<file path="src/include/rsc2_trellis.svh">
`ifndef RSC2_TRELLIS_SVH
`define RSC2_TRELLIS_SVH

// ----------------------------------------
// duobinary rsc trellis, 16 states
// ----------------------------------------
// state s = {s3 s2 s1 s0}, symbol u = {u1 u0}
// shift by two bits per symbol, feedback from the top pair

// next state reached from s with input symbol u
function automatic logic [3:0] next_state (input logic [3:0] s, input logic [1:0] u);
  return {s[1:0], u ^ s[3:2]};  // low pair moves up
endfunction

// unique predecessor of n for input symbol u
// low pair of n is u ^ s[3:2], top pair of n is s[1:0]
function automatic logic [3:0] pre_state (input logic [3:0] n, input logic [1:0] u);
  return {n[1:0] ^ u, n[3:2]};
endfunction

// parity bit emitted on the branch (s, u)
function automatic logic parity (input logic [3:0] s, input logic [1:0] u);
  return (^s) ^ (^u);           // xor over state and symbol bits
endfunction

`endif

</file>
<file path="src/source/rsc2_dec_pkg.sv">
package rsc2_dec_pkg;

  // ----------------------------------------
  // widths and sizes
  // ----------------------------------------

  localparam int cLLR_W    = 5;   // signed symbol llr
  localparam int cSTATE_W  = 8;   // modulo metric, wraps freely
  localparam int cSTATES   = 16;  // trellis states
  localparam int cBRANCHES = 4;   // two bits per symbol

  // ----------------------------------------
  // metric types
  // ----------------------------------------

  typedef logic signed [cLLR_W-1:0] llr_t;

  // one state metric, unsigned modulo 2**cSTATE_W
  typedef logic [cSTATE_W-1:0] trel_state_t;

  // alpha vector, index is the state
  typedef trel_state_t [cSTATES-1:0] state_t;

  // metrics of the four branches leaving one state
  typedef trel_state_t [cBRANCHES-1:0] branch_t;

  // gamma(s, u), first index state, second index symbol
  typedef branch_t [cSTATES-1:0] gamma_t;

  // metric relative to state 0, read as signed
  typedef logic signed [cSTATE_W-1:0] rel_t;
  typedef rel_t [cSTATES-1:0] rel_vec_t;

  // four-phase req/ack sequencing
  typedef enum logic [1:0] {
    hs_idle,  // nothing held
    hs_busy,  // data held, req/ack phase open
    hs_done   // ack seen, waiting for it to fall
  } hs_state_t;

  // ----------------------------------------
  // trellis
  // ----------------------------------------

  `include "rsc2_trellis.svh"

endpackage

</file>
<file path="src/source/rsc2_dec_gamma_if.sv">
`timescale 1ns/100ps

interface rsc2_dec_gamma_if
  import rsc2_dec_pkg::*;
();

  logic   val;    // gamma valid for one recursion step
  logic   clr;    // frame start, alpha back to zero
  gamma_t gamma;  // branch metrics of the current symbol
  logic   stall;  // output side full, hold everything

  // input side makes the metrics
  modport bmc (output val, clr, gamma, input stall);

  // recursion consumes them, stall is its inverted clock enable
  modport rp  (input val, clr, gamma, stall);

  // output side raises the back-pressure
  modport out (output stall);

endinterface

</file>
<file path="src/source/rsc2_dec_bmc.sv">
`timescale 1ns/100ps

module rsc2_dec_bmc
  import rsc2_dec_pkg::*;
(
  input  logic iclk,
  input  logic ireset,
  // symbol in, four-phase req/ack
  input  logic in_req,
  input  logic in_sof,  // first symbol of a frame
  input  llr_t in_l01,
  input  llr_t in_l10,
  input  llr_t in_l11,
  input  llr_t in_lp,   // parity llr
  output logic in_ack,
  //
  rsc2_dec_gamma_if.bmc gif
);

  hs_state_t             hs_state;
  logic                  capture;
  llr_t                  l01_r, l10_r, l11_r, lp_r;  // symbol register
  llr_t [cBRANCHES-1:0]  l_sym;                      // L[u], L[0] is zero

  // llr to modulo metric width
  function automatic trel_state_t sext (input llr_t l);
    return {{(cSTATE_W-cLLR_W){l[cLLR_W-1]}}, l};
  endfunction

  // ----------------------------------------
  // input handshake
  // ----------------------------------------

  // a pending clear still needs this symbol's val, so hold off
  assign capture = (hs_state == hs_idle) & in_req & ~gif.stall & ~gif.clr;

  always_ff @(posedge iclk or posedge ireset) begin
    if (ireset) begin
      hs_state <= hs_idle;
      in_ack   <= 1'b0;
      gif.val  <= 1'b0;
      gif.clr  <= 1'b0;
    end
    else begin
      if (!gif.stall) begin     // rp takes val/clr on this edge
        gif.clr <= 1'b0;
        gif.val <= gif.clr;     // clear cycle, then the symbol itself
      end
      case (hs_state)
        hs_idle : if (capture) begin
          in_ack   <= 1'b1;
          gif.clr  <= in_sof;   // sof restarts alpha first
          gif.val  <= ~in_sof;
          hs_state <= hs_busy;
        end
        hs_busy : if (!in_req) begin  // source let go
          in_ack   <= 1'b0;
          hs_state <= hs_idle;
        end
        default : hs_state <= hs_idle;
      endcase
    end
  end

  always_ff @(posedge iclk) begin
    if (capture) begin
      l01_r <= in_l01;
      l10_r <= in_l10;
      l11_r <= in_l11;
      lp_r  <= in_lp;
    end
  end

  // ----------------------------------------
  // branch metrics
  // ----------------------------------------

  assign l_sym = {l11_r, l10_r, l01_r, llr_t'(0)};

  always_comb begin
    for (int s = 0; s < cSTATES; s++) begin
      for (int u = 0; u < cBRANCHES; u++) begin
        gif.gamma[s][u] = sext(l_sym[u]);           // systematic part
        if (parity(4'(s), 2'(u))) begin
          gif.gamma[s][u] = gif.gamma[s][u] + sext(lp_r);  // parity 1 adds lp
        end
      end
    end
  end

endmodule

</file>
<file path="src/source/rsc2_dec_rp_mod.sv">
`timescale 1ns/100ps

module rsc2_dec_rp_mod
  import rsc2_dec_pkg::*;
(
  input  logic   iclk,
  input  logic   ireset,
  //
  rsc2_dec_gamma_if.rp gif,
  //
  output logic   oval,
  output state_t ostate   // alpha[k+1]
);

  logic        clkena;
  gamma_t      gamma_acc;   // alpha(s) + gamma(s, u)
  state_t      alpha;
  state_t      alpha_next;  // before normalization
  state_t      alpha_norm;
  trel_state_t norm_value;

  // ----------------------------------------
  // recursion functions
  // ----------------------------------------

  function automatic gamma_t gamma_p_alpha (input gamma_t ga, input state_t al);
    gamma_t acc;
    for (int s = 0; s < cSTATES; s++) begin
      for (int u = 0; u < cBRANCHES; u++) begin
        acc[s][u] = ga[s][u] + al[s];  // wraps, fine in modulo domain
      end
    end
    return acc;
  endfunction

  // parallel modulo max, all pairs compared at once
  function automatic trel_state_t mod_max4 (input branch_t c);
    trel_state_t          diff;
    logic [cBRANCHES-1:0] win;   // candidate not behind any other
    trel_state_t          res;
    win = '1;
    for (int i = 0; i < cBRANCHES; i++) begin
      for (int j = 0; j < cBRANCHES; j++) begin
        diff = c[i] - c[j];
        if (diff[cSTATE_W-1]) begin  // c[i] < c[j] on the circle
          win[i] = 1'b0;
        end
      end
    end
    res = c[0];
    for (int i = cBRANCHES-1; i >= 0; i--) begin
      if (win[i]) begin
        res = c[i];                  // lowest winner kept
      end
    end
    return res;
  endfunction

  // alpha(n, k+1) = max over u of acc(pre_state(n, u), u)
  function automatic state_t get_next_alpha (input gamma_t acc);
    branch_t cand;
    state_t  na;
    for (int n = 0; n < cSTATES; n++) begin
      for (int u = 0; u < cBRANCHES; u++) begin
        cand[u] = acc[pre_state(4'(n), 2'(u))][u];
      end
      na[n] = mod_max4(cand);
    end
    return na;
  endfunction

  // quadrant rule on the top two bits of every metric
  function automatic trel_state_t get_norm_value (input state_t st);
    logic [3:0]  seen;  // one flag per quadrant
    trel_state_t nv;
    seen = '0;
    for (int s = 0; s < cSTATES; s++) begin
      seen[st[s][cSTATE_W-1 -: 2]] = 1'b1;
    end
    nv = '0;
    if (seen[3] && !seen[0]) begin
      nv = {2'b01, {(cSTATE_W-2){1'b0}}};  // 11 wraps to 00
    end
    else if (seen[2]) begin
      nv = {2'b10, {(cSTATE_W-2){1'b0}}};
    end
    else if (seen[1]) begin
      nv = {2'b11, {(cSTATE_W-2){1'b0}}};
    end
    return nv;
  endfunction

  // ----------------------------------------
  // datapath
  // ----------------------------------------

  assign clkena     = ~gif.stall;  // output side full, freeze
  assign gamma_acc  = gamma_p_alpha(gif.gamma, alpha);
  assign alpha_next = get_next_alpha(gamma_acc);
  assign norm_value = get_norm_value(alpha_next);

  always_comb begin
    for (int s = 0; s < cSTATES; s++) begin
      alpha_norm[s] = alpha_next[s] + norm_value;  // same shift for all
    end
  end

  always_ff @(posedge iclk or posedge ireset) begin
    if (ireset) begin
      oval  <= 1'b0;
      alpha <= '0;
    end
    else if (clkena) begin
      oval <= gif.val;           // one tick latency
      if (gif.clr) begin
        alpha <= '0;             // frame start
      end
      else if (gif.val) begin
        alpha <= alpha_norm;
      end
    end
  end

  assign ostate = alpha;

endmodule

</file>
<file path="src/source/rsc2_dec_out.sv">
`timescale 1ns/100ps

module rsc2_dec_out
  import rsc2_dec_pkg::*;
(
  input  logic       iclk,
  input  logic       ireset,
  //
  input  logic       ival,      // new alpha from rp
  input  state_t     istate,
  //
  rsc2_dec_gamma_if.out gif,
  // result out, four-phase req/ack
  output logic       out_req,
  output logic [3:0] out_best,
  output rel_vec_t   out_rel,
  input  logic       out_ack
);

  hs_state_t hs_state;
  state_t    cap;       // held alpha vector

  // best state by modulo difference, lowest index on ties
  function automatic logic [3:0] find_best (input state_t st);
    logic [3:0]  best;
    trel_state_t diff;
    best = '0;
    for (int s = 1; s < cSTATES; s++) begin
      diff = st[s] - st[best];
      if (!diff[cSTATE_W-1] && (diff != '0)) begin  // strictly ahead
        best = s[3:0];
      end
    end
    return best;
  endfunction

  // ----------------------------------------
  // capture and output handshake
  // ----------------------------------------

  // result still out and another one waiting
  assign gif.stall = ival & (hs_state != hs_idle);

  always_ff @(posedge iclk) begin
    if ((hs_state == hs_idle) && ival) begin
      cap <= istate;
    end
  end

  always_ff @(posedge iclk or posedge ireset) begin
    if (ireset) begin
      hs_state <= hs_idle;
      out_req  <= 1'b0;
    end
    else begin
      case (hs_state)
        hs_idle : if (ival) hs_state <= hs_busy;  // captured this edge
        hs_busy : begin
          if (!out_req) begin
            out_req <= 1'b1;                      // one tick after capture
          end
          else if (out_ack) begin
            out_req  <= 1'b0;
            hs_state <= hs_done;
          end
        end
        hs_done : if (!out_ack) hs_state <= hs_idle;  // sink released ack
        default : hs_state <= hs_idle;
      endcase
    end
  end

  // ----------------------------------------
  // result
  // ----------------------------------------

  assign out_best = find_best(cap);

  always_comb begin
    for (int s = 0; s < cSTATES; s++) begin
      out_rel[s] = rel_t'(cap[s] - cap[0]);  // wrap cancels out
    end
  end

endmodule

</file>
<file path="src/source/rsc2_dec_top.sv">
`timescale 1ns/100ps

module rsc2_dec_top
  import rsc2_dec_pkg::*;
(
  input  logic       iclk,
  input  logic       ireset,
  // symbol in
  input  logic       in_req,
  input  logic       in_sof,
  input  llr_t       in_l01,
  input  llr_t       in_l10,
  input  llr_t       in_l11,
  input  llr_t       in_lp,
  output logic       in_ack,
  // result out
  output logic       out_req,
  output logic [3:0] out_best,
  output rel_vec_t   out_rel,
  input  logic       out_ack
);

  logic   rp_oval;   // alpha step done
  state_t rp_state;  // alpha[k+1]

  rsc2_dec_gamma_if gif ();  // bmc -> rp metrics, stall from out

  rsc2_dec_bmc rsc2_dec_bmc (
    .iclk    ( iclk    ),
    .ireset  ( ireset  ),
    .in_req  ( in_req  ),
    .in_sof  ( in_sof  ),
    .in_l01  ( in_l01  ),
    .in_l10  ( in_l10  ),
    .in_l11  ( in_l11  ),
    .in_lp   ( in_lp   ),
    .in_ack  ( in_ack  ),
    .gif     ( gif.bmc )
  );

  rsc2_dec_rp_mod rsc2_dec_rp_mod (
    .iclk    ( iclk     ),
    .ireset  ( ireset   ),
    .gif     ( gif.rp   ),
    .oval    ( rp_oval  ),
    .ostate  ( rp_state )
  );

  rsc2_dec_out rsc2_dec_out (
    .iclk     ( iclk     ),
    .ireset   ( ireset   ),
    .ival     ( rp_oval  ),
    .istate   ( rp_state ),
    .gif      ( gif.out  ),
    .out_req  ( out_req  ),
    .out_best ( out_best ),
    .out_rel  ( out_rel  ),
    .out_ack  ( out_ack  )
  );

endmodule

</file>
<file path="config.mk">
export PLATFORM = sky130hd
export DESIGN_NAME = rsc2_dec_top
export DESIGN_NICKNAME = d
export VERILOG_FILES = /design/src/source/rsc2_dec_pkg.sv /design/src/source/rsc2_dec_gamma_if.sv /design/src/source/rsc2_dec_bmc.sv /design/src/source/rsc2_dec_rp_mod.sv /design/src/source/rsc2_dec_out.sv /design/src/source/rsc2_dec_top.sv
export VERILOG_INCLUDE_DIRS = /design/src /design/src/include
export SDC_FILE = /design/constraint.sdc
export NUM_CORES = 2
export LEC_CHECK = 0
export BUFFER_PORTS_ARGS = -buffer_cell sky130_fd_sc_hd__buf_4
export CAP_MARGIN = 20
export CORE_MARGIN = 8
export CORE_UTILIZATION = 55
export DETAILED_ROUTE_END_ITERATION = 8
export MAX_ROUTING_LAYER = met4
export PLACE_DENSITY = 0.74
export SLEW_MARGIN = 20
export SYNTH_ARGS = -nofsm -noshare
export SYNTH_HDL_FRONTEND = slang
export SYNTH_SLANG_ARGS = --single-unit
</file>
<file path="constraint.sdc">
create_clock -name iclk -period 64.6 [get_ports iclk]
set_clock_uncertainty 0.05 [all_clocks]
set_input_delay 16.15 -clock iclk [delete_from_list [all_inputs] [get_ports iclk]]
set_output_delay 16.15 -clock iclk [all_outputs]
set_load 0.01 [all_outputs]
</file>
==> results.json <==
{
  "cp.required_ns": 48.40,
  "synth-async-reset-ratio": 0.477,
  "htreeDepth": 2,
  "grt_pass1_wl_um": 462000,
  "nets": 11400,
  "syn_area_per_cell_um2": 8.02,
  "io_buffers": 150,
  "ioPinCount": 159,
  "synth.most_common_cell": "ha_1",
  "final_area_um2": 80900,
  "finalHoldViolCount": 0,
  "drt_pass1_iterations": 8,
  "timing.critical_path.mode_cell": "nand2_1",
  "endpoint_kind": "output pin",
  "netlist_top_cells_count": "ha_1 (1778), a21oi_1 (1039), inv_1 (770), a21o_1 (588), xnor2_1 (578)",
  "rows": 134,
  "cap_violations": 0,
  "crit_type": "register to output pin",
  "placedCellCount": 11200,
  "gp_congestion": 1.10,
  "yosysUniqueCellTypes": 114,
  "min_path_type": "register to register",
  "synth_edf_count": 148,
  "cts_buffers": 39,
  "status": "finished clean",
  "synth-seq-cells": 283,
  "core_area_um2": 134000,
  "syn_inst": 9252,
  "clockBufferDepth": 3,
  "cts_tree": "built",
  "worstSkewPairLatency_ns": 0.64,
  "fmax_ghz": 0.0161,
  "drt_iter0_drc": 8403,
  "ant_nets": 0,
  "finalCritPeriodShare": 0.960,
  "tightest_slew_ns": 1.29,
  "critPathMaxFanout": 34,
  "ys.flop_type": "edfxtp_1",
  "crit_arrival_ns": 45.78,
  "critPathMaxStageDelay_ns": 0.65,
  "drive_above_1_share": 0.0738,
  "die_h_um": 383,
  "grt_max_degree": 79,
  "startpoint_type": "register",
  "area_growth_pct": 9.01,
  "post_dp_cell_area_um2": 78700,
  "syn_area_um2": 74200,
  "relSlewSlack": 0.142,
  "slew_viol_final": 0,
  "yosysWarningCount": 0,
  "grt_pass1_vias": 70400,
  "synthTopCellsByArea": "ha_1 (30%), a21oi_1 (7.0%), xnor2_1 (6.8%), edfxtp_1 (6.0%), a21o_1 (5.9%)",
  "antenna_found_initial": 28,
  "yosysTopAreaCell": "ha_1",
  "fin_crit_ns": 61.98,
  "root_buffer": "clkbuf_16",
  "gr-total-overflow": 0,
  "ctsHoldBuffers": 0,
  "start_util": 0.555,
  "setup_viol": 0,
  "drc": 0,
  "place_hpwl_um": 250000,
  "ys_seq_area_frac": 0.105,
  "clkSlewWorstSetupHoldPaths_ns": 0.06,
  "vias": 73400,
  "final_cells": 11300,
  "finalWorstSetupSlack_ns": 2.62,
  "place_ws_ns": 0.596,
  "yosysTopAreaCellShare": 0.300,
  "vias_per_cell": 6.48,
  "utilization": 0.605,
  "die_width_um": 383,
  "finalWirelength_um": 319000,
  "wl_per_cell_um": 28.2,
  "grt_usage": 0.426,
  "cts.sinks": 283,
  "cp_slowest_cell": "or4b_2",
  "die-area_um2": 147000
}
## what timing repair did
action                                  4_1_cts  5_1_grt
gates cloned                                  0        1
endpoints found under the setup margin        4        4
buffers inserted                              0       34
resized for setup                             3      103
pin swaps                                     0       23
## stage by stage
step / hold slack (ns) / setup TNS [ns]
global route: 0.460 / -1.09
detailed placement: 0.438 / 0
floorplan: 0.373 / 0
CTS: 0.452 / 0
global placement: 0.413 / 0
finish: 0.455 / 0
## final timing paths
check	cells past startpoint	endpoint	slack [ns]	from
hold reg to reg	2	rsc2_dec_rp_mod.ostate[103]	0.45	rsc2_dec_rp_mod.ostate[103]
setup / recovery	243	out_best[2]	2.62	rsc2_dec_out.cap[8]
min in group asynchronous	2	rsc2_dec_rp_mod.ostate[93]	15.63	ireset
hold / removal	2	rsc2_dec_rp_mod.ostate[103]	0.45	rsc2_dec_rp_mod.ostate[103]
setup reg to reg	32	rsc2_dec_rp_mod.ostate[95]	54.46	rsc2_dec_bmc.lp_r[1]
max in group asynchronous	4	rsc2_dec_rp_mod.ostate[35]	47.58	ireset
## cell families (layout without fill, tap and decap cells)
family | after synthesis | after routing | synth area share
flops | 283 | 283 | 0.105
xor+xnor | 802 | 802 | 0.0947
compound gates | 3008 | 3008 | 0.256
simple gates | 2056 | 2057 | 0.139
mux | 195 | 195 | 0.0270
fa+ha+maj | 1867 | 1867 | 0.324
other cells | 1 | 31 | 0.0000505
buf+inv | 1040 | 1311 | 0.0540
## routing by layer
layer	track usage	vias up	wire length, um
li1	-	33300	-
met1	0.508	34600	122000
met2	0.642	4134	136000
met3	0.0871	1353	33100
met4	0.298	0	28500
met5	-	-	0
## flip-flops by register name (all words and copies together), names as in the netlist
register,flops
rsc2_dec_out.hs_state,2
rsc2_dec_out.out_req,1
rsc2_dec_out.cap,128
rsc2_dec_bmc.gif.val,1
rsc2_dec_bmc.l11_r,5
rsc2_dec_bmc.lp_r,5
rsc2_dec_bmc.l01_r,5
rsc2_dec_bmc.in_ack,1
rsc2_dec_rp_mod.oval,1
rsc2_dec_bmc.l10_r,5
rsc2_dec_bmc.gif.clr,1
rsc2_dec_rp_mod.ostate,128
## worst max-delay path, delay by kind of cell (launching register included)
family          cells  cell delay (ns)
fa+ha+maj          23             6.93
simple gates       76            11.97
mux                 6             1.51
flops               1             0.43
xor+xnor           14             2.06
compound gates     99            18.44
buf+inv            25             3.63
## layout by cell type, fill, tap and decap left out, types with 41 or more instances in the layout
cell       instances
o21bai_1         187
fa_1              88
nor2b_1          240
nand2b_1         458
o21ai_0          547
mux2i_1          146
ha_1            1778
a22o_1            66
xnor2_1          571
buf_4            458
nand3_1          123
nand2_1          560
nor3_1            73
inv_1            768
a21o_1           588
dfrtp_1          135
a211oi_1          70
clkbuf_16         41
o211ai_1          82
xor2_1           223
nor2_1           389
edfxtp_1         148
a21oi_1         1030
a31oi_1           52
## area by class of cell
class	count	area, um^2
multi-input combinational	7937	63000
fill	12000	52700
sequential	283	7820
timing repair buffer	469	3610
inverter	771	2900
tap	1768	2210
clock buffer	46	1050
clock inverter	25	239
antenna	23	57.6
Power is not shown: default switching activity piles up to over one toggle a cycle in this logic, so the estimate is an artifact.
